**src/hw/cpuCtrlPkg.sv**
```systemverilog
package cpuCtrlPkg;

    typedef logic [15:0] opcodeT; // Instruction word
    typedef logic [3:0]  flagsT; // Flag register
    typedef logic [3:0]  aluFuncT; // ALU control code
    typedef logic [2:0]  aluSrcT; // ALU operand select, 0..3 are registers
    typedef logic [1:0]  memAddrSrcT; // Memory address select
    typedef logic [2:0]  fieldT; // Source or destination field

    // Memory address sources
    localparam memAddrSrcT READ_FROM_PC  = 2'd0;
    localparam memAddrSrcT READ_FROM_A   = 2'd1;
    localparam memAddrSrcT READ_FROM_ALU = 2'd2;

    localparam aluSrcT ALU1_FROM_PC  = 3'd4;
    localparam aluSrcT ALU1_FROM_MEM = 3'd5; // Internal memory value register

    localparam aluSrcT ALU2_FROM_1    = 3'd4;
    localparam aluSrcT ALU2_FROM_OP   = 3'd5; // Immediate from opcode
    localparam aluSrcT ALU2_FROM_ADDR = 3'd6; // Jump address from opcode
    localparam aluSrcT ALU2_FROM_0    = 3'd7;
    localparam aluSrcT ALU2_FROM_A    = 3'd0; // Index register

    localparam logic WRITE_FROM_ALU = 1'b0;
    localparam logic WRITE_FROM_RES = 1'b1; // Deferred result register

    localparam aluFuncT ALU_ADD  = 4'd0;
    localparam aluFuncT ALU_JUMP = 4'd6;

    // Destination field encoding
    localparam fieldT DEST_NONE = 3'd0;
    localparam fieldT DEST_A    = 3'd1;
    localparam fieldT DEST_B    = 3'd2;
    localparam fieldT DEST_C    = 3'd3;
    localparam fieldT DEST_ADR  = 3'd4; // Memory at (A)
    localparam fieldT DEST_ABS  = 3'd5;
    localparam fieldT DEST_ABSI = 3'd6;

    typedef enum logic [2:0] {
        CLS_A, CLS_I, CLS_SI, CLS_J, CLS_JFG, CLS_NOP, CLS_ILLEGAL
    } instrClassT;

    typedef enum logic [2:0] {
        RD_REG, RD_IMM, RD_ADDR, RD_ABS, RD_ABSI
    } readModeT;

    typedef enum logic [1:0] {
        WR_NONE, WR_ABS, WR_ABSI
    } writeModeT;

    typedef enum logic [2:0] {
        DS_NONE, DS_A, DS_B, DS_C, DS_ADR, DS_DEFER
    } destSelT;

    typedef enum logic [4:0] {
        FETCH,
        EXEC_A, EXEC_I, EXEC_SI, EXEC_J, JUMP_FLAG,
        READ_IMM, READ_ADDR,
        READ_ABS1, READ_ABS2, READ_ABSI1, READ_ABSI2,
        WRITE_ABS1, WRITE_ABS2, WRITE_ABSI1, WRITE_ABSI2,
        HALT
    } stateT;

endpackage
```
**src/hw/cpuController.sv**
```systemverilog
module cpuController (
    input  logic                   clk,
    input  logic                   rst,
    input  cpuCtrlPkg::opcodeT     opcode, // Current instruction
    input  cpuCtrlPkg::flagsT      flags, // Current flag register
    output cpuCtrlPkg::memAddrSrcT memAddr,
    output logic                   enPC,
    output logic                   saveOpcode,
    output logic                   saveMem,
    output cpuCtrlPkg::aluFuncT    aluFunc,
    output cpuCtrlPkg::aluSrcT     aluA,
    output cpuCtrlPkg::aluSrcT     aluB,
    output logic                   enA,
    output logic                   enB,
    output logic                   enC,
    output logic                   we,
    output logic                   writeDataSource,
    output logic                   saveResult,
    output logic                   enF,
    output logic                   sourceF,
    output cpuCtrlPkg::flagsT      inF,
    output logic                   re
);
    import cpuCtrlPkg::*;

    instrClassT instrClass;
    readModeT   readMode;
    writeModeT  writeMode;
    destSelT    destSel;
    aluSrcT     aluASrc;
    aluSrcT     aluBSrc;
    aluFuncT    opAluFunc; // ALU function field of the opcode
    logic       isFlagOp;
    flagsT      newFlags;
    stateT      state;

    instrDecoder instrDecoder_i (
        .opcode     (opcode),
        .flags      (flags),
        .instrClass (instrClass),
        .readMode   (readMode),
        .writeMode  (writeMode),
        .destSel    (destSel),
        .aluASrc    (aluASrc),
        .aluBSrc    (aluBSrc),
        .aluFunc    (opAluFunc),
        .isFlagOp   (isFlagOp),
        .newFlags   (newFlags)
    );

    ctrlSequencer ctrlSequencer_i (
        .clk        (clk),
        .rst        (rst),
        .instrClass (instrClass),
        .readMode   (readMode),
        .writeMode  (writeMode),
        .state      (state)
    );

    ctrlWordGen ctrlWordGen_i (
        .state           (state),
        .destSel         (destSel),
        .aluASrc         (aluASrc),
        .aluBSrc         (aluBSrc),
        .aluFunc         (opAluFunc),
        .isFlagOp        (isFlagOp),
        .newFlags        (newFlags),
        .memAddr         (memAddr),
        .enPC            (enPC),
        .saveOpcode      (saveOpcode),
        .saveMem         (saveMem),
        .aluFuncOut      (aluFunc),
        .aluA            (aluA),
        .aluB            (aluB),
        .enA             (enA),
        .enB             (enB),
        .enC             (enC),
        .we              (we),
        .writeDataSource (writeDataSource),
        .saveResult      (saveResult),
        .enF             (enF),
        .sourceF         (sourceF),
        .inF             (inF),
        .re              (re)
    );

    // Memory bus is half duplex, never read and write in one cycle
    noReadWrite: assert property (
        @(posedge clk) disable iff (rst)
        !(we && re)
    ) else $error("Memory read and write asserted together");

endmodule

```
**src/hw/ctrlWordGen.sv**
```systemverilog
module ctrlWordGen (
    input  cpuCtrlPkg::stateT      state,
    input  cpuCtrlPkg::destSelT    destSel,
    input  cpuCtrlPkg::aluSrcT     aluASrc, // Operand A of ALU instructions
    input  cpuCtrlPkg::aluSrcT     aluBSrc, // Operand B of ALU instructions
    input  cpuCtrlPkg::aluFuncT    aluFunc, // Function field from the opcode
    input  logic                   isFlagOp,
    input  cpuCtrlPkg::flagsT      newFlags,
    output cpuCtrlPkg::memAddrSrcT memAddr, // Source of memory address
    output logic                   enPC,
    output logic                   saveOpcode, // Load instruction register
    output logic                   saveMem, // Load memory value register
    output cpuCtrlPkg::aluFuncT    aluFuncOut,
    output cpuCtrlPkg::aluSrcT     aluA,
    output cpuCtrlPkg::aluSrcT     aluB,
    output logic                   enA,
    output logic                   enB,
    output logic                   enC,
    output logic                   we, // Memory write
    output logic                   writeDataSource,
    output logic                   saveResult, // Load result register
    output logic                   enF, // Flag register write
    output logic                   sourceF, // Flag input from inF
    output cpuCtrlPkg::flagsT      inF,
    output logic                   re // Memory read
);
    import cpuCtrlPkg::*;

    always_comb begin
        memAddr = READ_FROM_PC; // Idle value, zero
        enPC = 1'b0;
        saveOpcode = 1'b0;
        saveMem = 1'b0;
        aluFuncOut = ALU_ADD;
        aluA = 3'd0;
        aluB = 3'd0;
        enA = 1'b0;
        enB = 1'b0;
        enC = 1'b0;
        we = 1'b0;
        writeDataSource = WRITE_FROM_ALU;
        saveResult = 1'b0;
        enF = 1'b0;
        sourceF = 1'b0;
        inF = 4'd0;
        re = 1'b0;

        case (state)
            FETCH: begin
                memAddr = READ_FROM_PC; // Instruction at (PC)
                saveOpcode = 1'b1;
                re = 1'b1;
                aluA = ALU1_FROM_PC; // PC + 1
                aluB = ALU2_FROM_1;
                aluFuncOut = ALU_ADD;
                enPC = 1'b1;
                if (isFlagOp) begin
                    enF = 1'b1;
                    sourceF = 1'b1;
                    inF = newFlags;
                end
            end

            EXEC_A, EXEC_I, EXEC_SI: begin
                aluA = aluASrc;
                aluB = aluBSrc;
                aluFuncOut = aluFunc;
                enF = 1'b1;
                case (destSel)
                    DS_A: enA = 1'b1;
                    DS_B: enB = 1'b1;
                    DS_C: enC = 1'b1;
                    DS_ADR: begin
                        memAddr = READ_FROM_A; // Store to (A)
                        we = 1'b1;
                        writeDataSource = WRITE_FROM_ALU;
                    end
                    DS_DEFER: begin
                        // Keep the result, latch the address word at (PC)
                        saveResult = 1'b1;
                        memAddr = READ_FROM_PC;
                        saveMem = 1'b1;
                    end
                    default: ;
                endcase
            end

            EXEC_J: begin
                aluA = ALU1_FROM_PC;
                aluB = ALU2_FROM_ADDR; // Relative target
                aluFuncOut = ALU_JUMP;
                enPC = 1'b1;
            end

            JUMP_FLAG: begin
                aluA = ALU1_FROM_PC;
                aluB = ALU2_FROM_OP; // Offset from instruction
                aluFuncOut = ALU_ADD;
                enPC = 1'b1;
            end

            READ_IMM, READ_ABS1, READ_ABSI1: begin
                memAddr = READ_FROM_PC; // Operand word follows instruction
                saveMem = 1'b1;
                re = 1'b1;
                aluA = ALU1_FROM_PC;
                aluB = ALU2_FROM_1;
                aluFuncOut = ALU_ADD;
                enPC = 1'b1;
            end

            READ_ADDR: begin
                memAddr = READ_FROM_A;
                saveMem = 1'b1;
                re = 1'b1;
            end

            READ_ABS2, READ_ABSI2: begin
                memAddr = READ_FROM_ALU; // Address computed by ALU
                saveMem = 1'b1;
                re = 1'b1;
                aluA = ALU1_FROM_MEM;
                aluB = (state == READ_ABSI2) ? ALU2_FROM_A : ALU2_FROM_0;
                aluFuncOut = ALU_ADD;
            end

            WRITE_ABS1, WRITE_ABSI1: begin
                aluA = ALU1_FROM_PC; // Skip the address word
                aluB = ALU2_FROM_1;
                aluFuncOut = ALU_ADD;
                enPC = 1'b1;
            end

            WRITE_ABS2, WRITE_ABSI2: begin
                memAddr = READ_FROM_ALU;
                we = 1'b1;
                writeDataSource = WRITE_FROM_RES;
                aluA = ALU1_FROM_MEM;
                aluB = (state == WRITE_ABSI2) ? ALU2_FROM_A : ALU2_FROM_0;
                aluFuncOut = ALU_ADD;
            end

            default: ; // HALT drives nothing
        endcase
    end

endmodule

```
**src/hw/ctrlSequencer.sv**
```systemverilog
module ctrlSequencer (
    input  logic                   clk,
    input  logic                   rst,
    input  cpuCtrlPkg::instrClassT instrClass,
    input  cpuCtrlPkg::readModeT   readMode,
    input  cpuCtrlPkg::writeModeT  writeMode,
    output cpuCtrlPkg::stateT      state // Current FSM state
);
    import cpuCtrlPkg::*;

    stateT nextState;
    stateT execState; // Main state of the current instruction

    always_ff @(posedge clk or posedge rst) begin
        if (rst) begin
            state <= FETCH;
        end else begin
            state <= nextState;
        end
    end

    always_comb begin
        case (instrClass)
            CLS_A: execState = EXEC_A;
            CLS_I: execState = EXEC_I;
            CLS_SI: execState = EXEC_SI;
            default: execState = HALT; // Only ALU types pass through read states
        endcase
    end

    always_comb begin
        nextState = HALT;
        case (state)
            FETCH: begin
                case (instrClass)
                    CLS_A, CLS_I, CLS_SI: begin
                        case (readMode)
                            RD_IMM: nextState = READ_IMM;
                            RD_ADDR: nextState = READ_ADDR;
                            RD_ABS: nextState = READ_ABS1;
                            RD_ABSI: nextState = READ_ABSI1;
                            default: nextState = execState; // Register operand
                        endcase
                    end
                    CLS_J: nextState = EXEC_J;
                    CLS_JFG: nextState = JUMP_FLAG;
                    CLS_NOP: nextState = FETCH; // Flag op or jump not taken
                    default: nextState = HALT;
                endcase
            end

            READ_IMM, READ_ADDR, READ_ABS2, READ_ABSI2: begin
                nextState = execState;
            end
            READ_ABS1: nextState = READ_ABS2;
            READ_ABSI1: nextState = READ_ABSI2;

            EXEC_A, EXEC_I, EXEC_SI: begin
                case (writeMode)
                    WR_ABS: nextState = WRITE_ABS1;
                    WR_ABSI: nextState = WRITE_ABSI1;
                    default: nextState = FETCH;
                endcase
            end

            EXEC_J, JUMP_FLAG: nextState = FETCH;

            WRITE_ABS1: nextState = WRITE_ABS2;
            WRITE_ABSI1: nextState = WRITE_ABSI2;
            WRITE_ABS2, WRITE_ABSI2: nextState = FETCH;

            HALT: nextState = HALT; // Left only by reset
            default: nextState = HALT;
        endcase
    end

    // HALT is sticky until reset
    haltSticky: assert property (
        @(posedge clk) disable iff (rst)
        state == HALT |=> state == HALT
    ) else $error("Sequencer left HALT without reset");

endmodule

```
**src/hw/instrDecoder.sv**
```systemverilog
module instrDecoder (
    input  cpuCtrlPkg::opcodeT     opcode, // Current instruction
    input  cpuCtrlPkg::flagsT      flags, // Current flag register
    output cpuCtrlPkg::instrClassT instrClass,
    output cpuCtrlPkg::readModeT   readMode, // Addressing mode of source 1
    output cpuCtrlPkg::writeModeT  writeMode, // Deferred write-back mode
    output cpuCtrlPkg::destSelT    destSel,
    output cpuCtrlPkg::aluSrcT     aluASrc,
    output cpuCtrlPkg::aluSrcT     aluBSrc,
    output cpuCtrlPkg::aluFuncT    aluFunc, // ALU code taken from the opcode
    output logic                   isFlagOp, // FLS or FLC
    output cpuCtrlPkg::flagsT      newFlags // Flag value for FLS/FLC
);
    import cpuCtrlPkg::*;

    fieldT srcField;
    fieldT destField;
    flagsT flagMask;
    logic  flagCond;
    logic  isAlu;

    assign srcField = opcode[11:9]; // Source 1, same place in all ALU types
    assign flagMask = 4'b0001 << opcode[9:8];
    assign flagCond = (flags[opcode[9:8]] == opcode[10]);
    assign isFlagOp = (opcode[15:12] == 4'b0010) && opcode[11];
    assign newFlags = opcode[10] ? (flags | flagMask) : (flags & ~flagMask);

    always_comb begin
        if (opcode[15:12] == 4'b0000) begin
            instrClass = CLS_A;
        end else if (opcode[15:14] == 2'b01) begin
            instrClass = CLS_I;
        end else if (opcode[15]) begin
            instrClass = CLS_J;
        end else if (opcode[15:12] == 4'b0001) begin
            instrClass = CLS_SI;
        end else if (opcode[15:12] == 4'b0010) begin
            // Flag ops finish inside FETCH
            if (!opcode[11] && flagCond) begin
                instrClass = CLS_JFG;
            end else begin
                instrClass = CLS_NOP;
            end
        end else begin
            instrClass = CLS_ILLEGAL; // Includes the old stack opcodes
        end
    end

    assign isAlu = (instrClass == CLS_A) || (instrClass == CLS_I) || (instrClass == CLS_SI);

    always_comb begin
        readMode = RD_REG;
        if (isAlu && srcField[2]) begin
            case (srcField[1:0])
                2'b00: readMode = RD_IMM;
                2'b01: readMode = RD_ABS;
                2'b10: readMode = RD_ADDR;
                default: readMode = RD_ABSI;
            endcase
        end
    end

    assign aluASrc = (readMode == RD_REG) ? {1'b0, srcField[1:0]} : ALU1_FROM_MEM;

    always_comb begin
        case (instrClass)
            CLS_A: begin
                destField = opcode[2:0];
                aluFunc = opcode[8:5];
                aluBSrc = {1'b0, opcode[4:3]}; // Second register operand
            end
            CLS_I: begin
                destField = srcField; // Source doubles as destination
                aluFunc = {opcode[8], opcode[8], opcode[13:12]};
                aluBSrc = ALU2_FROM_OP;
            end
            CLS_SI: begin
                destField = opcode[6:4];
                aluFunc = {2'b10, opcode[8:7]}; // Shift group
                aluBSrc = ALU2_FROM_OP;
            end
            default: begin
                destField = DEST_NONE;
                aluFunc = ALU_ADD;
                aluBSrc = ALU2_FROM_0;
            end
        endcase
    end

    always_comb begin
        writeMode = WR_NONE;
        case (destField)
            DEST_A: destSel = DS_A;
            DEST_B: destSel = DS_B;
            DEST_C: destSel = DS_C;
            DEST_ADR: destSel = DS_ADR;
            DEST_ABS: begin
                destSel = DS_DEFER;
                writeMode = WR_ABS;
            end
            DEST_ABSI: begin
                destSel = DS_DEFER;
                writeMode = WR_ABSI;
            end
            default: destSel = DS_NONE; // DEST_NONE and the unused code
        endcase
    end

endmodule

```
**config.mk**
```make
export PLATFORM = sky130hd
export DESIGN_NAME = cpuController
export DESIGN_NICKNAME = d
export VERILOG_FILES = /design/src/hw/cpuCtrlPkg.sv /design/src/hw/cpuController.sv /design/src/hw/ctrlWordGen.sv /design/src/hw/ctrlSequencer.sv /design/src/hw/instrDecoder.sv
export SDC_FILE = /design/constraint.sdc
export NUM_CORES = 1
export LEC_CHECK = 0
export ABC_AREA = 1
export BUFFER_PORTS_ARGS = -buffer_cell sky130_fd_sc_hd__buf_2
export CORE_ASPECT_RATIO = 1.4
export CORE_UTILIZATION = 52
export CTS_BUF_LIST = sky130_fd_sc_hd__clkbuf_4
export DETAILED_ROUTE_END_ITERATION = 7
export PLACE_DENSITY = 0.88
export SLEW_MARGIN = 10
export SYNTH_ARGS = -nofsm -noshare
export SYNTH_HDL_FRONTEND = slang
export SYNTH_SLANG_ARGS = --single-unit
```
**constraint.sdc**
```tcl
create_clock -name clk -period 4.6 [get_ports clk]
set_clock_uncertainty 0.2 [all_clocks]
set_input_delay 0.92 -clock clk [delete_from_list [all_inputs] [get_ports clk]]
set_output_delay 0.92 -clock clk [all_outputs]
set_load 0.02 [all_outputs]
```
; ---- Yosys cells after proc, flatten, opt, wreduce, memory -nomap -nowiden
; Index checks and enable logic that the tools add are counted.
[totals]
reg_bits = 5
in_bits = 22
elab_cells = 122
[op_classes]
order_cmp = 1
n_eq_ne = 43
shift = 1
n_mux = 49
n_bitwise = 3
reduce_logical = 24
[ops]
columns = operator, n
row1 = "== test 5 x 4 -> 1 bit, second input constant", 8
row2 = one-hot mux 5 bit (4 select lines), 2
row3 = one-hot mux 5 bit (8 select lines), 1
row4 = one-hot mux 3 bit (3 select lines), 3
row5 = "== test 3 x 2 -> 1 bit, second input constant", 8
row6 = "== test 3 bit, second input constant", 8
row7 = two-way mux 3 bit, 8
row8 = "== test 5 x 3 -> 1 bit, second input constant", 4
row9 = two-way mux 1 bit, 18
row10 = one-hot mux 3 bit (6 select lines), 1
row11 = one-hot mux 4 bit (2 select lines), 2
row12 = one-hot mux 3 bit (5 select lines), 1
row13 = one-hot mux 5 bit (3 select lines), 1
row14 = "== test 3 x 1 -> 1 bit, second input constant", 4
row15 = two-way mux 4 bit, 3
row16 = one-hot mux 4 bit (3 select lines), 1
row17 = OR reduction 4 bit, 3
row18 = OR reduction 6 bit, 2
row19 = "== test 5 x 2 -> 1 bit, second input constant", 2
row20 = OR reduction 2 bit, 4
row21 = OR reduction 8 bit, 1
row22 = OR reduction 7 bit, 1
row23 = "== test 2 x 1 -> 1 bit, second input constant", 3
row24 = zero test 3 bit, 2
row25 = 23 further kinds, 30

; ---- Logic depth before layout (Yosys ltp)
[depth]
ltp_word = 19
depth_mapped = 13
depth_no_buf = 12

; ---- By module
; Synthesis repeated with hierarchy kept, for this count alone.
[hier_totals]
cells_unflattened = 257
area_unflattened_um2 = 1458.9
[modules_own_cells]
columns = module, n_inst, cells_per_inst, area_per_inst_um2, seq_area_each_um2
row1 = instrDecoder, 1, 97, 566.8, 0.0
row2 = ctrlWordGen, 1, 89, 450.4, 0.0
row3 = ctrlSequencer, 1, 71, 441.7, 125.1

; ---- Worst setup path before layout
; OpenSTA, ideal clock, no wires.
[synth_path]
path_type = input port to output port
startpoint = input opcode[14]
endpoint = output we
arrival_time_ps = 2345
required_ps = 3480
slack_ps = 1135
cell_stages = 10
path_buffers = 0
cell_sequence = nor2_2 > nand3_2 > inv_2 > nand2_1 > nand3_2 > nor2_1 > nand2_1 > ha_1 > nand4_1 > o22ai_1
[synth_via]
elab_chain_cells = 14
elab_cells_between_ends = 24
[synth_rtl]
columns = element, line_no
row1 = "start, declared", cpuController.sv:4  ; input cpuCtrlPkg::opcodeT opcode,
row2 = == test 4 x 2 -> 1 bit, instrDecoder.sv:37  ; end else if (opcode[15:12] == 4'b0010) begin
row3 = two-way mux 2 bit, instrDecoder.sv:37
row4 = two-way mux 3 bit, instrDecoder.sv:35  ; end else if (opcode[15:12] == 4'b0001) begin
row5 = two-way mux 3 bit, instrDecoder.sv:33  ; end else if (opcode[15]) begin
row6 = two-way mux 3 bit, instrDecoder.sv:31  ; end else if (opcode[15:14] == 2'b01) begin
row7 = two-way mux 3 bit (*), instrDecoder.sv:29  ; if (opcode[15:12] == 4'b0000) begin
row8 = == test 3 x 2 -> 1 bit (tied with other cells), instrDecoder.sv:66  ; case (instrClass)
row9 = one-hot mux 3 bit (3 select lines) (*), instrDecoder.sv:66
row10 = == test 3 bit, instrDecoder.sv:92  ; case (destField)
row11 = OR reduction 2 bit (no source line), -
row12 = one-hot mux 3 bit (5 select lines) (*), instrDecoder.sv:92
row13 = == test 3 bit (*), ctrlWordGen.sv:69  ; case (destSel)
row14 = two-way mux 1 bit (*), ctrlWordGen.sv:69
row15 = one-hot mux 1 bit (2 select lines) (*), ctrlWordGen.sv:48  ; case (state)
row16 = "end, declared", cpuController.sv:16  ; output logic we,
; Every way passes the cells marked *; elsewhere a longest branch is shown, timed or not.

; ---- Worst setup path in the final report
[layout_path]
startpoint = input opcode[14]
endpoint = output saveMem
[layout_via]
elab_chain_cells = 14
elab_cells_between_ends = 24
[layout_rtl]
columns = element, line_no
row1 = == test 4 x 2 -> 1 bit, instrDecoder.sv:37
row2 = two-way mux 2 bit, instrDecoder.sv:37
row3 = two-way mux 3 bit, instrDecoder.sv:35
row4 = two-way mux 3 bit, instrDecoder.sv:33
row5 = two-way mux 3 bit, instrDecoder.sv:31
row6 = two-way mux 3 bit (*), instrDecoder.sv:29
row7 = == test 3 x 2 -> 1 bit (tied with other cells), instrDecoder.sv:66
row8 = one-hot mux 3 bit (3 select lines) (*), instrDecoder.sv:66
row9 = == test 3 bit, instrDecoder.sv:92
row10 = OR reduction 2 bit (no source line), -
row11 = one-hot mux 3 bit (5 select lines) (*), instrDecoder.sv:92
row12 = == test 3 bit (*), ctrlWordGen.sv:69
row13 = two-way mux 1 bit (*), ctrlWordGen.sv:69
row14 = one-hot mux 1 bit (2 select lines) (*), ctrlWordGen.sv:48
row15 = "end, declared", cpuController.sv:9  ; output logic saveMem,
; Marked as above.

==> flow_summary.ini <==
[layout]
area_delta_synth_final_pct = 27.2
n_antenna_cell = 0
largest_reg_flops = 5
nets = 281
multi_input_area_sq_um = 813
largestRegisters = ctrlSequencer_i.state x5
fillers = 203
regArea_sq_um = 125
drive_gt1_share_pct = 28.5
top_register = ctrlSequencer_i.state

[clock_tree]
insertion_delay_ps = 250
cts-root-buf = clkbuf_4
cts_tree = built
cts_hold_buffers = 0
cts_sinks = 5
cts.clk_slew.worst_paths_ps = 40
cts_buffers = 3
post_cts.repair.setup_buffers = 0
cts.htree.levels = 1
cts_resized = 0
cts_buffer_depth = 2

[detailed_routing]
wl_met3_microns = 197
top_layer = met4
wl_met2_microns = 1580
drt_wl_total_microns = 3030
wl_met1_microns = 1170
ant_nets = 0
drc = 0
first_pass_iters = 4
post_drt_via_cell_ratio = 5.49
drt-initial-drc-count = 42
vias = 1504
wl_per_cell_microns = 11.1

[setup_path]
required_ps = 3480
criticalPathCategory = in -> out
slowest_stage = nor2_2
path_delay_family = simple AND/OR/NAND/NOR gates
crit_path_max_fanout = 7
worstPathArrival_ps = 2670
cp_cell_sequence = buf_2 -> nor2_2 -> nand3_2 -> nor2_2 -> nor3_4 -> nor2_1 -> nand2_1 -> ha_1 -> a21oi_1 -> nand2_1 -> nand3_1 -> buf_2
slowest_delay_ps = 240
endpoint_kind = output pin
start_kind = primary input
critPathBufInv = 2
reg2reg_slack_ps = 2720

[synth]
mappedNetlistNets = 228
syn-cell-area_sq_um = 1090
synth_cell_types = 31
synth_cells = 201
yosysSeqAreaShare_pct = 11.5
synth.avg_cell_area_sq_um = 5.42
ys_seq_elements = 5
yosysWarnings = 0

[die]
die_area_sq_um = 2290
ios = 50
num_rows = 19
coreArea_sq_um = 1970
die_h_microns = 56.2
initial_core_util_pct = 55.2
die_x_microns = 40.7

[sta]
setup_viol = 0
worst_pin_slew_ps = 454
hold_violations = 0
finalMaxSlewViolations = 0
finalCritPeriodShare_pct = 82.4
min_period_ps = 3790
slew_headroom_pct = 69.5
tns_ps = 0
fmax_mhz = 264
rsz0062_at_grt = false

[global_routing]
grt_max_degree = 12
grt_pass1_vias = 1252
grt_pass1_wl_microns = 4970
grt.total_usage_pct = 30.1
antenna_found_initial = 0
grt_remaining_overflow = 0

[placed_design]
io_buffers = 49
gp_congestion = 0.884
place_hpwl_microns = 2550

[worst_hold_path]
hold_path_class = in -> async

[power_and_ir_drop]
power_leakage_nw = 0.897
pwr_density_cell_nw_per_um2 = 173
power.total_mw = 0.240
peakVddDrop_uv = 111

[flow_run]
drv_cap = 0

[status]
status = finished clean
-- power by group --
| part | switching, mW | internal (mW) |
|---|---|---|
| clock network | 0.0185 | 0.0387 |
| registers | 0.00611 | 0.0488 |
| logic | 0.0868 | 0.0411 |
-- metrics by stage --
step | hold slack [ps] | utilization (%) | instances | area, sq um | setup WS [ps]
6_report | 354 | 70.3 | 274 | 1390 | 812
5_1_grt | 363 | 70.3 | 274 | 1390 | 657
4_1_cts | 360 | 70.3 | 274 | 1390 | 822
3_5_place_dp | 391 | 68.7 | 270 | 1360 | 821
3_3_place_gp | 385 | 68.7 | 270 | 1360 | 871
2_1_floorplan | 324 | - | 201 | 1090 | 1130
-- logic make-up after synthesis --
family | count (synthesis) | share of synthesized area, %
AO/OA/AOI/OAI | 30 | 16.9
flip-flops | 5 | 11.5
adder cells (fa/ha/maj) | 5 | 5.74
AND/OR/NAND/NOR | 121 | 52.0
buffers and inverters | 40 | 13.9
-- worst paths after layout --
check | from | endpoint | cells after the start
min | rst | ctrlSequencer_i.state[4] | 2
max reg2reg | ctrlSequencer_i.state[0] | ctrlSequencer_i.state[3] | 6
min in group clk | ctrlSequencer_i.state[2] | ctrlSequencer_i.state[2] | 2
max in group asynchronous | rst | ctrlSequencer_i.state[0] | 2
max | opcode[14] | saveMem | 12
min reg2reg | ctrlSequencer_i.state[2] | ctrlSequencer_i.state[2] | 2
-- Yosys cell counts, drive strengths merged --
cell	n	area [sq um]
ha	5	62.6
nand2	53	211
o221ai	1	8.76
a21oi	8	43.8
inv	38	143
a211oi	1	7.51
o311ai	1	8.76
nor3	6	52.6
o211ai	2	15.0
a221oi	1	8.76
a41oi	1	8.76
a22oi	2	15.0
nand3	19	105
dfrtp	5	125
nand3b	1	7.51
buf	1	5.00
or2	1	6.26
nor4	1	6.26
nand4	7	43.8
o21ai	11	55.1
nor2	33	134
clkinv	1	3.75
o22ai	2	12.5
-- area by class of cell --
| class | count | share of cell area [%] |
|---|---|---|
| multi-input combinational | 156 | 58.7 |
| tap | 21 | 1.90 |
| inverter | 39 | 10.6 |
| clock buffer | 4 | 2.17 |
| sequential | 5 | 9.03 |
| timing repair buffer | 49 | 17.7 |
-- per-layer routing --
metal,up-vias,track usage [%]
li1,765,-
met1,660,34.2
met2,68,50.3
met3,11,5.60
met4,0,13.8
met5,-,0
-- cells in the final DEF (no fill, tap or decap), types with 2 or more instances in the layout --
cell,synthesis,layout
buf_2,1,49
o22ai_1,2,2
clkbuf_4,0,4
nand3_2,2,2
nand4_1,7,7
ha_1,5,5
inv_2,7,7
nand3_1,17,17
nand2_2,2,2
a21oi_1,7,7
nor2_1,29,29
inv_1,31,31
nor2_2,4,4
nor3_4,2,2
o211ai_1,2,2
nand2_1,50,50
o21ai_1,2,2
a22oi_1,2,2
nor3_1,4,4
o21ai_0,9,9
dfrtp_1,5,5
(Power assumes the default switching activity.)
